<file path="src/hw/cpu_defines.svh">
// word-only MIPS subset; the reset PC must match where the program image is loaded
`ifndef CPU_DEFINES_SVH
`define CPU_DEFINES_SVH

`define XLEN        32
`define REG_ADDR_W  5
`define REG_COUNT   32
`define RESET_PC    32'h0000_3000

// primary opcodes of the supported instructions
`define OP_RTYPE    6'b000000
`define OP_ORI      6'b001101
`define OP_LUI      6'b001111
`define OP_LW       6'b100011
`define OP_SW       6'b101011
`define OP_BEQ      6'b000100

// funct codes under OP_RTYPE
`define FN_ADDU     6'b100001
`define FN_SUBU     6'b100011

`endif

</file>
<file path="src/hw/cpu_pkg.sv">
// field layout follows the MIPS32 encoding; only the addu/subu/ori/lui/lw/sw/beq subset
`include "cpu_defines.svh"

package cpu_pkg;

    typedef union packed {
        struct packed {
            logic [5:0]             opcode;
            logic [`REG_ADDR_W-1:0] rs;
            logic [`REG_ADDR_W-1:0] rt;
            logic [`REG_ADDR_W-1:0] rd;
            logic [4:0]             shamt;
            logic [5:0]             funct;
        } rType;
        struct packed {
            logic [5:0]             opcode;
            logic [`REG_ADDR_W-1:0] rs;
            logic [`REG_ADDR_W-1:0] rt;
            logic [15:0]            imm;
        } iType;
    } instWord_u;

    typedef enum logic [1:0] {ALU_ADD, ALU_SUB, ALU_OR, ALU_LUI} aluOp_e;

    typedef enum logic {WB_ALU, WB_MEM} wbSel_e;

    typedef struct packed {
        aluOp_e                 aluOp;
        logic                   immSel;   // alu input 2 is the immediate
        logic                   memWrite;
        logic                   memRead;
        logic                   regWrite; // never set for r0
        logic [`REG_ADDR_W-1:0] target;
        wbSel_e                 wbSel;
    } ctrl_s;

    // nearest ready producer with a matching target wins
    function automatic logic [`XLEN-1:0] pickOperand(
        input logic [`REG_ADDR_W-1:0] num,
        input logic [`XLEN-1:0]       regVal,
        input logic                   mWe,
        input logic                   mReady,
        input logic [`REG_ADDR_W-1:0] mTarget,
        input logic [`XLEN-1:0]       mData,
        input logic                   wWe,
        input logic                   wReady,
        input logic [`REG_ADDR_W-1:0] wTarget,
        input logic [`XLEN-1:0]       wData
    );
        if (mWe && mReady && mTarget == num) begin
            return mData;
        end
        if (wWe && wReady && wTarget == num) begin
            return wData;
        end
        return regVal;
    endfunction

endpackage

</file>
<file path="src/hw/fwdBusIf.sv">
// one pending register write; we is only ever set for a nonzero target
`timescale 1ns/1ps
`include "cpu_defines.svh"

interface fwdBusIf;
    logic                   we;
    logic [`REG_ADDR_W-1:0] target;
    logic [`XLEN-1:0]       data;
    logic                   ready;  // low while a load has no data yet

    modport driver (
        output we, target, data, ready
    );

    modport consumer (
        input we, target, data, ready
    );
endinterface

</file>
<file path="src/hw/ctrlDecoder.sv">
// unknown opcodes and funct codes decode to a nop, no illegal instruction trap
`timescale 1ns/1ps
`include "cpu_defines.svh"

module ctrlDecoder
    import cpu_pkg::*;
(
    input  instWord_u dInst,
    output ctrl_s     ctrl,
    output logic      useRsAtD,  // needed by the branch compare
    output logic      useRtAtD,
    output logic      useRs,
    output logic      useRt
);
    always_comb begin
        ctrl = '0;
        useRsAtD = 1'b0;
        useRtAtD = 1'b0;
        useRs = 1'b0;
        useRt = 1'b0;
        case (dInst.rType.opcode)
            `OP_RTYPE: begin
                if (dInst.rType.funct == `FN_ADDU || dInst.rType.funct == `FN_SUBU) begin
                    ctrl.aluOp = (dInst.rType.funct == `FN_SUBU) ? ALU_SUB : ALU_ADD;
                    ctrl.regWrite = 1'b1;
                    ctrl.target = dInst.rType.rd;
                    useRs = 1'b1;
                    useRt = 1'b1;
                end
            end
            `OP_ORI, `OP_LUI, `OP_LW: begin
                ctrl.aluOp = (dInst.iType.opcode == `OP_ORI) ? ALU_OR :
                             (dInst.iType.opcode == `OP_LUI) ? ALU_LUI : ALU_ADD;
                ctrl.immSel = 1'b1;
                ctrl.regWrite = 1'b1;
                ctrl.target = dInst.iType.rt;
                ctrl.memRead = (dInst.iType.opcode == `OP_LW);
                ctrl.wbSel = (dInst.iType.opcode == `OP_LW) ? WB_MEM : WB_ALU;
                useRs = (dInst.iType.opcode != `OP_LUI);  // lui ignores rs
            end
            `OP_SW: begin
                ctrl.immSel = 1'b1;
                ctrl.memWrite = 1'b1;
                useRs = 1'b1;
                useRt = 1'b1;
            end
            `OP_BEQ: begin
                useRsAtD = 1'b1;
                useRtAtD = 1'b1;
                useRs = 1'b1;
                useRt = 1'b1;
            end
            default: ;
        endcase
        if (ctrl.target == '0) begin
            ctrl.regWrite = 1'b0;  // writes to r0 vanish here
        end
    end
endmodule

</file>
<file path="src/hw/regFile.sv">
// r0 reads as zero; a write in the same cycle is visible on the read ports
`timescale 1ns/1ps
`include "cpu_defines.svh"

module regFile (
    input  logic                   clk,
    input  logic                   rst,
    input  logic [`REG_ADDR_W-1:0] rsNum,
    input  logic [`REG_ADDR_W-1:0] rtNum,
    output logic [`XLEN-1:0]       rsRead,
    output logic [`XLEN-1:0]       rtRead,
    fwdBusIf.consumer              wBus
);
    logic [`XLEN-1:0] regs [`REG_COUNT];

    always_ff @(posedge clk) begin
        if (rst) begin
            for (int i = 0; i < `REG_COUNT; i++) begin
                regs[i] <= '0;
            end
        end else if (wBus.we) begin
            regs[wBus.target] <= wBus.data;
        end
    end

    assign rsRead = (rsNum == '0) ? '0 :
                    (wBus.we && wBus.target == rsNum) ? wBus.data : regs[rsNum];
    assign rtRead = (rtNum == '0) ? '0 :
                    (wBus.we && wBus.target == rtNum) ? wBus.data : regs[rtNum];
endmodule

</file>
<file path="src/hw/hazardUnit.sv">
// only data hazards; branches have a delay slot so nothing is flushed
`timescale 1ns/1ps
`include "cpu_defines.svh"

module hazardUnit (
    input  logic                   useRsAtD,
    input  logic                   useRtAtD,
    input  logic                   useRs,
    input  logic                   useRt,
    input  logic [`REG_ADDR_W-1:0] rsNum,
    input  logic [`REG_ADDR_W-1:0] rtNum,
    input  logic                   eWe,
    input  logic [`REG_ADDR_W-1:0] eTarget,
    input  logic                   eIsLoad,
    fwdBusIf.consumer              mBus,
    output logic                   stall
);
    logic rsFromE;
    logic rtFromE;
    logic rsFromM;
    logic rtFromM;

    // producer in execute: branch operands always wait, others only for a load
    assign rsFromE = useRs && eWe && eTarget == rsNum && (useRsAtD || eIsLoad);
    assign rtFromE = useRt && eWe && eTarget == rtNum && (useRtAtD || eIsLoad);
    // beq against a load that is still in memory
    assign rsFromM = useRsAtD && mBus.we && !mBus.ready && mBus.target == rsNum;
    assign rtFromM = useRtAtD && mBus.we && !mBus.ready && mBus.target == rtNum;
    assign stall = rsFromE || rtFromE || rsFromM || rtFromM;
endmodule

</file>
<file path="src/hw/frontEnd.sv">
// beq resolves in decode with one delay slot; a stall holds PC and the F/D register
`timescale 1ns/1ps
`include "cpu_defines.svh"

module frontEnd
    import cpu_pkg::*;
(
    input  logic                   clk,
    input  logic                   rst,
    input  logic                   stall,
    output logic [`XLEN-1:0]       instAddr,
    input  logic [`XLEN-1:0]       instRdata,
    output logic [`REG_ADDR_W-1:0] rsNum,
    output logic [`REG_ADDR_W-1:0] rtNum,
    input  logic [`XLEN-1:0]       rsRead,
    input  logic [`XLEN-1:0]       rtRead,
    input  ctrl_s                  ctrl,
    output instWord_u              dInst,
    fwdBusIf.consumer              mBus,
    fwdBusIf.consumer              wBus,
    output logic                   deValid,
    output logic [`XLEN-1:0]       dePc,
    output logic [`XLEN-1:0]       deRs,
    output logic [`XLEN-1:0]       deRt,
    output logic [`XLEN-1:0]       deImm,
    output ctrl_s                  deCtrl
);
    logic [`XLEN-1:0] pc;
    logic [`XLEN-1:0] nextPc;
    logic [`XLEN-1:0] fdPc;
    logic             fdValid;
    logic [15:0]      imm;
    logic             taken;

    always_ff @(posedge clk) begin
        if (rst) begin
            pc <= `RESET_PC;
            fdValid <= 1'b0;
            dInst <= '0;  // nop until the first fetch lands
        end else if (!stall) begin
            pc <= nextPc;
            fdValid <= 1'b1;
            dInst <= instRdata;
        end
    end

    always_ff @(posedge clk) begin
        if (!stall) begin
            fdPc <= pc;
        end
    end

    assign instAddr = pc;
    assign rsNum = dInst.rType.rs;
    assign rtNum = dInst.rType.rt;
    assign imm = dInst.iType.imm;

    assign deRs = pickOperand(rsNum, rsRead, mBus.we, mBus.ready, mBus.target, mBus.data,
                              wBus.we, wBus.ready, wBus.target, wBus.data);
    assign deRt = pickOperand(rtNum, rtRead, mBus.we, mBus.ready, mBus.target, mBus.data,
                              wBus.we, wBus.ready, wBus.target, wBus.data);

    assign taken = dInst.iType.opcode == `OP_BEQ && deRs == deRt;
    // target is relative to the delay slot
    assign nextPc = taken ? fdPc + 4 + {{(`XLEN-18){imm[15]}}, imm, 2'b00} : pc + 4;

    // ori zero-extends, lui only looks at the low half
    assign deImm = (ctrl.aluOp == ALU_OR) ? {{(`XLEN-16){1'b0}}, imm} :
                                            {{(`XLEN-16){imm[15]}}, imm};
    assign dePc = fdPc;
    assign deCtrl = ctrl;
    assign deValid = fdValid && !stall;  // low means bubble into execute
endmodule

</file>
<file path="src/hw/backEnd.sv">
// word access only, low address bits are dropped; loads forward from writeback
`timescale 1ns/1ps
`include "cpu_defines.svh"

module backEnd
    import cpu_pkg::*;
(
    input  logic                   clk,
    input  logic                   rst,
    input  logic                   deValid,
    input  instWord_u              dInst,
    input  logic [`XLEN-1:0]       dePc,
    input  logic [`XLEN-1:0]       deRs,
    input  logic [`XLEN-1:0]       deRt,
    input  logic [`XLEN-1:0]       deImm,
    input  ctrl_s                  deCtrl,
    output logic                   eWe,
    output logic [`REG_ADDR_W-1:0] eTarget,
    output logic                   eIsLoad,
    fwdBusIf.driver                mBus,
    fwdBusIf.driver                wBus,
    output logic [`XLEN-1:0]       dataAddr,
    output logic [`XLEN-1:0]       dataWdata,
    output logic [`XLEN/8-1:0]     dataByteEn,
    input  logic [`XLEN-1:0]       dataRdata,
    output logic                   grfWe,
    output logic [`REG_ADDR_W-1:0] grfAddr,
    output logic [`XLEN-1:0]       grfWdata,
    output logic [`XLEN-1:0]       wbPc
);
    ctrl_s                  eCtrl;
    ctrl_s                  mCtrl;
    logic [`REG_ADDR_W-1:0] eRsNum;
    logic [`REG_ADDR_W-1:0] eRtNum;
    logic [`XLEN-1:0]       ePc, eRs, eRt, eImm;
    logic [`XLEN-1:0]       opA, opB, aluIn2, aluOut;
    logic [`XLEN-1:0]       mPc, mAlu, mStore;

    always_ff @(posedge clk) begin
        if (rst) begin
            eCtrl <= '0;
            mCtrl <= '0;
            grfWe <= 1'b0;
        end else begin
            eCtrl <= deValid ? deCtrl : '0;
            mCtrl <= eCtrl;
            grfWe <= mCtrl.regWrite;
        end
    end

    always_ff @(posedge clk) begin
        {ePc, eRs, eRt, eImm} <= {dePc, deRs, deRt, deImm};
        eRsNum <= dInst.rType.rs;
        eRtNum <= dInst.rType.rt;
        {mPc, mAlu, mStore} <= {ePc, aluOut, opB};
        grfAddr <= mCtrl.target;
        grfWdata <= (mCtrl.wbSel == WB_MEM) ? dataRdata : mAlu;
        wbPc <= mPc;
    end

    // values captured in decode may be stale by one or two instructions
    assign opA = pickOperand(eRsNum, eRs, mBus.we, mBus.ready, mBus.target, mBus.data,
                             wBus.we, wBus.ready, wBus.target, wBus.data);
    assign opB = pickOperand(eRtNum, eRt, mBus.we, mBus.ready, mBus.target, mBus.data,
                             wBus.we, wBus.ready, wBus.target, wBus.data);
    assign aluIn2 = eCtrl.immSel ? eImm : opB;

    always_comb begin
        case (eCtrl.aluOp)
            ALU_ADD: aluOut = opA + aluIn2;
            ALU_SUB: aluOut = opA - aluIn2;
            ALU_OR:  aluOut = opA | aluIn2;
            default: aluOut = {aluIn2[15:0], 16'b0};  // lui
        endcase
    end

    assign eWe = eCtrl.regWrite;
    assign eTarget = eCtrl.target;
    assign eIsLoad = eCtrl.memRead;

    assign mBus.we = mCtrl.regWrite;
    assign mBus.target = mCtrl.target;
    assign mBus.data = mAlu;
    assign mBus.ready = (mCtrl.wbSel == WB_ALU);  // load data not latched yet

    assign dataAddr = {mAlu[`XLEN-1:2], 2'b00};
    assign dataWdata = mStore;
    assign dataByteEn = {(`XLEN/8){mCtrl.memWrite}};

    assign wBus.we = grfWe;
    assign wBus.target = grfAddr;
    assign wBus.data = grfWdata;
    assign wBus.ready = 1'b1;
endmodule

</file>
<file path="src/hw/mipsCpu.sv">
// instruction and data memories are external and must answer in the same cycle
`timescale 1ns/1ps
`include "cpu_defines.svh"

module mipsCpu
    import cpu_pkg::*;
(
    input  logic                   clk,
    input  logic                   rst,
    output logic [`XLEN-1:0]       instAddr,
    input  logic [`XLEN-1:0]       instRdata,
    output logic [`XLEN-1:0]       dataAddr,
    output logic [`XLEN-1:0]       dataWdata,
    output logic [`XLEN/8-1:0]     dataByteEn,
    input  logic [`XLEN-1:0]       dataRdata,
    output logic                   grfWe,
    output logic [`REG_ADDR_W-1:0] grfAddr,
    output logic [`XLEN-1:0]       grfWdata,
    output logic [`XLEN-1:0]       wbPc
);
    logic                   stall;
    logic [`REG_ADDR_W-1:0] rsNum;
    logic [`REG_ADDR_W-1:0] rtNum;
    logic [`XLEN-1:0]       rsRead;
    logic [`XLEN-1:0]       rtRead;
    ctrl_s                  ctrl;
    instWord_u              dInst;
    logic                   useRsAtD;
    logic                   useRtAtD;
    logic                   useRs;
    logic                   useRt;
    logic                   deValid;
    logic [`XLEN-1:0]       dePc;
    logic [`XLEN-1:0]       deRs;
    logic [`XLEN-1:0]       deRt;
    logic [`XLEN-1:0]       deImm;
    ctrl_s                  deCtrl;
    logic                   eWe;
    logic [`REG_ADDR_W-1:0] eTarget;
    logic                   eIsLoad;

    fwdBusIf mBus ();  // from the E/M register
    fwdBusIf wBus ();  // from the M/W register

    frontEnd front (
        .clk, .rst, .stall, .instAddr, .instRdata, .rsNum, .rtNum, .rsRead, .rtRead,
        .ctrl, .dInst, .mBus, .wBus, .deValid, .dePc, .deRs, .deRt, .deImm, .deCtrl
    );

    ctrlDecoder decoder (.dInst, .ctrl, .useRsAtD, .useRtAtD, .useRs, .useRt);

    regFile regs (.clk, .rst, .rsNum, .rtNum, .rsRead, .rtRead, .wBus);

    hazardUnit hazard (
        .useRsAtD, .useRtAtD, .useRs, .useRt, .rsNum, .rtNum,
        .eWe, .eTarget, .eIsLoad, .mBus, .stall
    );

    backEnd back (
        .clk, .rst, .deValid, .dInst, .dePc, .deRs, .deRt, .deImm, .deCtrl,
        .eWe, .eTarget, .eIsLoad, .mBus, .wBus,
        .dataAddr, .dataWdata, .dataByteEn, .dataRdata,
        .grfWe, .grfAddr, .grfWdata, .wbPc
    );
endmodule

</file>
<file path="config.mk">
export PLATFORM = sky130hd
export DESIGN_NAME = mipsCpu
export DESIGN_NICKNAME = d
export VERILOG_FILES = /design/src/hw/cpu_pkg.sv /design/src/hw/fwdBusIf.sv /design/src/hw/ctrlDecoder.sv /design/src/hw/regFile.sv /design/src/hw/hazardUnit.sv /design/src/hw/frontEnd.sv /design/src/hw/backEnd.sv /design/src/hw/mipsCpu.sv
export VERILOG_INCLUDE_DIRS = /design/src /design/src/hw
export SDC_FILE = /design/constraint.sdc
export NUM_CORES = 2
export LEC_CHECK = 0
export BUFFER_PORTS_ARGS = -buffer_cell sky130_fd_sc_hd__buf_4
export CAP_MARGIN = 20
export CORE_MARGIN = 10
export CORE_UTILIZATION = 50
export CTS_BUF_LIST = sky130_fd_sc_hd__clkbuf_8 sky130_fd_sc_hd__clkbuf_16
export CTS_CLUSTER_SIZE = 14
export DETAILED_ROUTE_END_ITERATION = 10
export PLACE_DENSITY_LB_ADDON = 0.05
export RECOVER_POWER = 50
export SYNTH_ARGS = -nofsm -noshare
export SYNTH_HDL_FRONTEND = slang
export SYNTH_HIERARCHICAL = 1
export SYNTH_SLANG_ARGS = --single-unit
</file>
<file path="constraint.sdc">
create_clock -name clk -period 10.5 [get_ports clk]
set_clock_uncertainty 0.15 [all_clocks]
set_input_delay 0 -clock clk [delete_from_list [all_inputs] [get_ports clk]]
set_output_delay 0 -clock clk [all_outputs]
set_load 0.1 [all_outputs]
</file>
==> summary.md <==
| Metric | Value |
|---|---|
| Result of the run | finished with violations |
| Violated checks | capacitance limit, slew limit |
| Critical path startpoint category | flop |
| Number of fillers in the final layout | 13020 |
| Post-CTS clock slew at the launch and capture registers of the worst setup and hold paths | 0.06 ns |
| Initial Util | 50.37% |
| Endpoint of the worst hold path | back/wbPc[5] |
| Total Routed Length | 279600 um |
| Cell type contributing the most total cell area after synthesis | edfxtp_1 |
| Antenna violation net count after detailed routing | 0 |
| Post-Syn Area per Cell | 12.35 sq um |
| Die Height | 414.2 um |
| Syn. warnings | 6 |
| Type of the worst setup path | reg2reg |
| Via count | 55250 |
| Global-route track usage on met1 | 42.73% |
| H-tree lvl count | 4 |
| Maximum number of pins on one net before global-route repair | 95 |
| Post-DR vias/cell | 6.488 |
| Std-Cell Rows | 144 |
| Kind of end point of the critical path | flop |
| Top cells by instance count after synthesis | and2_1 (1075), edfxtp_1 (1056), mux2i_1 (449) |
| Sum of overflow across all layers after global routing | 0 |
| Crit-path cells | clkbuf_1 > nor2b_1 > nand2_1 > nor2_1 > clkbuf_1 > nor2_2 > a221o_1 > or4b_4 > nor3_1 > and2_1 > a21oi_1 > xor2_1 > ha_1 > a211oi_1 > nand2_1 > a311oi_1 > a211o_1 > a31oi_1 > a211oi_1 > o211ai_1 > o31ai_1 > a21oi_1 > xnor2_1 > o21ai_1 |
| R2R Path End | back/mBus.data[31] |
| Period minus WS final | 8.474 ns |
| Prevailing post-synth register cell | edfxtp_1 |
| Maximum capacitance violations | 71 |
| Static leakage | 0.03108 uW |
| Library cells used by synthesis | 105 |
| Hold Crit Class | reg2reg |
| CTS sink cnt | 1445 |
| Crit path DAT | 8.98 ns |
| Busiest metal layer after global routing | met2 |
| Clk root buf | clkbuf_16 |
| Maximum net fanout on the critical path | 43 |
| Post-synthesis sequential element count | 1445 |
| Post-synth design cell area | 0.07769 sq mm |
| Slowest cell on the critical path | clkbuf_1 |
| Pre-CTS setup slack | 3.225 ns |
| Worst-case reg-to-reg path depth | 24 |
| Fin util | 55.76% |
| Total routing usage reported by global routing | 31.46% |
| Cell with the most instances after synthesis | and2_1 |
| # setup viols final | 0 |
| F_max | 118.0 MHz |
| Worst R2R Setup Slack | 2.03 ns |
| RR Startpoint | back/mCtrl[0] |
| Initial antenna violation count | 23 |
| Vias in the first global route | 53990 |
| Core outline area | 0.1542 sq mm |
| Number of buffers on the longest clock path | 3 |
| Number of hold violations in the final report | 0 |
| Power per cell area | 190.0 mW/mm^2 |
| Routed wirelength normalized by instance count | 32.83 um |
| Headroom to the max-slew limit | -108.1% |
| Data required time of the worst path | 11.00 ns |
| Met3 Usage GRT | 4.960% |
| Number of detailed-routing iterations run before antenna repair | 6 |
| Beginning of the worst hold path | back/mPc[5] |
| Weighted congestion at the end of routability-driven global placement | 0.9571 |
| Cells after synthesis | 6290 |
| DIE WIDTH | 414.2 um |
| Clock latency at the later pin of the worst-skew pair | 0.79 ns |
| Cell type group with the largest total delay on the critical path | simple AND/OR/NAND/NOR gates |
| EDFF count, synth | 1056 |
| Post-route non-filler standard cell count | 8516 |
| Worst-margin pin slew | 3.121 ns |
| Area growth syn-to-layout | 10.70% |
| Cts repair resizes | 0 |
| Synth area leaders | edfxtp_1 (41%), mux4_2 (11%), dfxtp_1 (10%), and2_1 (8.7%), mux2i_1 (5.8%) |
| Number of buffers created by CTS | 162 |
| Number of cells traversed by the worst hold path | 0 |
| Wire length of the first global-routing pass | 396700 um |
| Met2 Track Usage GR | 49.72% |
| Post-synthesis async set-or-reset flop share | 0% |
| Share of the yosys chip area belonging to registers | 50.84% |
| Initial DRC count | 6928 |
| Placed cells | 8070 |
| Crit path setup slack, layout | 2.026 ns |
| Number of buffer cells added on primary ports | 233 |
| Synth top area share | 40.82% |
| Worst path bufs/invs | 2 |
| Post-route DRC violation count | 0 |
| Fraction of layout cells with a size suffix above 1 | 15.43% |
| DIE AREA | 0.1715 sq mm |
| Detailed-placement wirelength estimate | 178100 um |
| Setup repair after global routing missed its margin | false |
| # nets final | 6499 |
| Maximum single-stage delay on the critical path | 1.71 ns |
| Post-route fraction of the period consumed by the critical path | 80.71% |
| Clock tree from TritonCTS | done |
| TNS Setup | 0 ns |
| Largest vdd supply drop | 0.2135 mV |
| Number of primary I/O pins | 236 |
| Final Slew Violations | 2507 |
[where the power goes]
part / internal, uW / total, uW / switching (uW)
clock network: 3290 / 5670 / 2390
registers: 6440 / 6780 / 341
logic: 900 / 3890 / 2990
total: 10600 / 16300 / 5720
[through the flow]
step / hold slack, ns / total power (uW) / instance area (sq um)
2_1_floorplan: -0.07839 / 9443 / 77690
3_3_place_gp: 0.05404 / 10750 / 80020
3_5_place_dp: 0.07446 / 10770 / 80020
4_1_cts: 0.1223 / 16430 / 86810
5_1_grt: 0.1759 / 16770 / 86000
6_report: 0.1723 / 16340 / 86010
[area by class of cell]
| cell class | instances | area (sq um) | area share [%] |
|---|---|---|---|
| multi-input cells | 4100 | 34430 | 40.04 |
| well taps | 2044 | 2557 | 2.974 |
| flip-flops and latches | 1445 | 39500 | 45.93 |
| repair buffers | 563 | 3954 | 4.597 |
| diodes | 4 | 10.01 | 0.01164 |
| inverters | 68 | 255.2 | 0.2968 |
| clock inverters | 107 | 853.3 | 0.9922 |
| clock buffers | 185 | 4438 | 5.160 |
[cells in the final DEF, fill, tap and decap left out, types with 24 or more instances in the layout]
cell / synthesis / routed
buf_4: 174 / 197
a32o_1: 32 / 32
mux2i_1: 449 / 449
nand2_1: 203 / 203
nor2_2: 5 / 28
mux2_2: 33 / 33
dfxtp_1: 389 / 386
and3_1: 37 / 36
and2_1: 1075 / 647
o221ai_1: 43 / 43
or2_2: 36 / 35
nand4_1: 26 / 26
dlygate4sd3_1: 0 / 150
and2_0: 1 / 427
xor2_1: 76 / 76
ha_1: 91 / 91
xnor2_1: 96 / 96
a31oi_1: 63 / 63
a211oi_1: 42 / 42
nor2_1: 229 / 197
clkinv_1: 2 / 33
edfxtp_1: 1056 / 1056
o211ai_1: 29 / 29
a21oi_1: 220 / 220
a221oi_1: 39 / 39
a221o_1: 24 / 24
o21ai_0: 169 / 168
a22oi_1: 125 / 125
inv_1: 66 / 91
o21ai_1: 37 / 38
nor3_1: 48 / 47
a21o_1: 36 / 36
o22ai_1: 38 / 38
clkbuf_1: 346 / 206
nand3_1: 109 / 108
nor2b_1: 29 / 27
clkbuf_16: 0 / 168
mux4_2: 377 / 377
[flip-flops by register name (all words and copies together) (netlist names), 5 cells and up]
| signal | cells |
|---|---|
| regs/regs | 1024 |
| back/dataWdata | 32 |
| back/eImm | 32 |
| back/ePc | 32 |
| back/eRs | 32 |
| back/eRt | 32 |
| back/grfWdata | 32 |
| back/mBus.data | 32 |
| back/mPc | 32 |
| back/wbPc | 32 |
| front/dInst | 32 |
| front/dePc | 32 |
| front/instAddr | 32 |
| back/eCtrl | 5 |
| back/eRsNum | 5 |
| back/eRtNum | 5 |
| back/eTarget | 5 |
| back/grfAddr | 5 |
| back/mBus.target | 5 |
[worst max path at each step]
| stage | slack (ns) | startpoint | depth (start not counted) | to |
|---|---|---|---|---|
| floorplan | 4.53 | back/grfAddr[1] | 23 | back/mBus.data[31] |
| global placement | 3.32 | back/grfAddr[3] | 23 | back/mBus.data[31] |
| detailed placement | 3.23 | back/grfAddr[4] | 23 | back/mBus.data[31] |
| CTS | 3.20 | back/grfAddr[4] | 23 | back/mBus.data[31] |
| global route | 1.31 | back/mCtrl[0] | 24 | back/mBus.data[31] |
| finish | 2.03 | back/mCtrl[0] | 24 | back/mBus.data[31] |
[cell families (layout without fill, tap and decap cells)]
family                   Yosys count  after routing  share of synthesized area, %
other                              2              7                      0.009667
XOR/XNOR                         172            172                         1.939
flip-flops                      1445           1445                         50.84
multiplexers                     862            862                         17.24
adder cells (fa/ha/maj)           93             93                         1.517
AND/OR/NAND/NOR                 1908           1908                         13.98
AO/OA/AOI/OAI                   1062           1062                         9.412
buffers and inverters            746            923                         5.060
[timing repair]
action,in CTS,in global routing
endpoints found under the setup margin,0,0
hold buffers,150,0
endpoints found under the hold margin,71,0
buffers inserted,0,0
[routing by layer]
layer  up-vias  part of all wire (%)
met1     28100                    40
met4         8                   5.6
li1      23540                     -
met5         -                 0.021
met3       633                   8.8
met2      2977                    46
(Power assumes the default switching activity.)
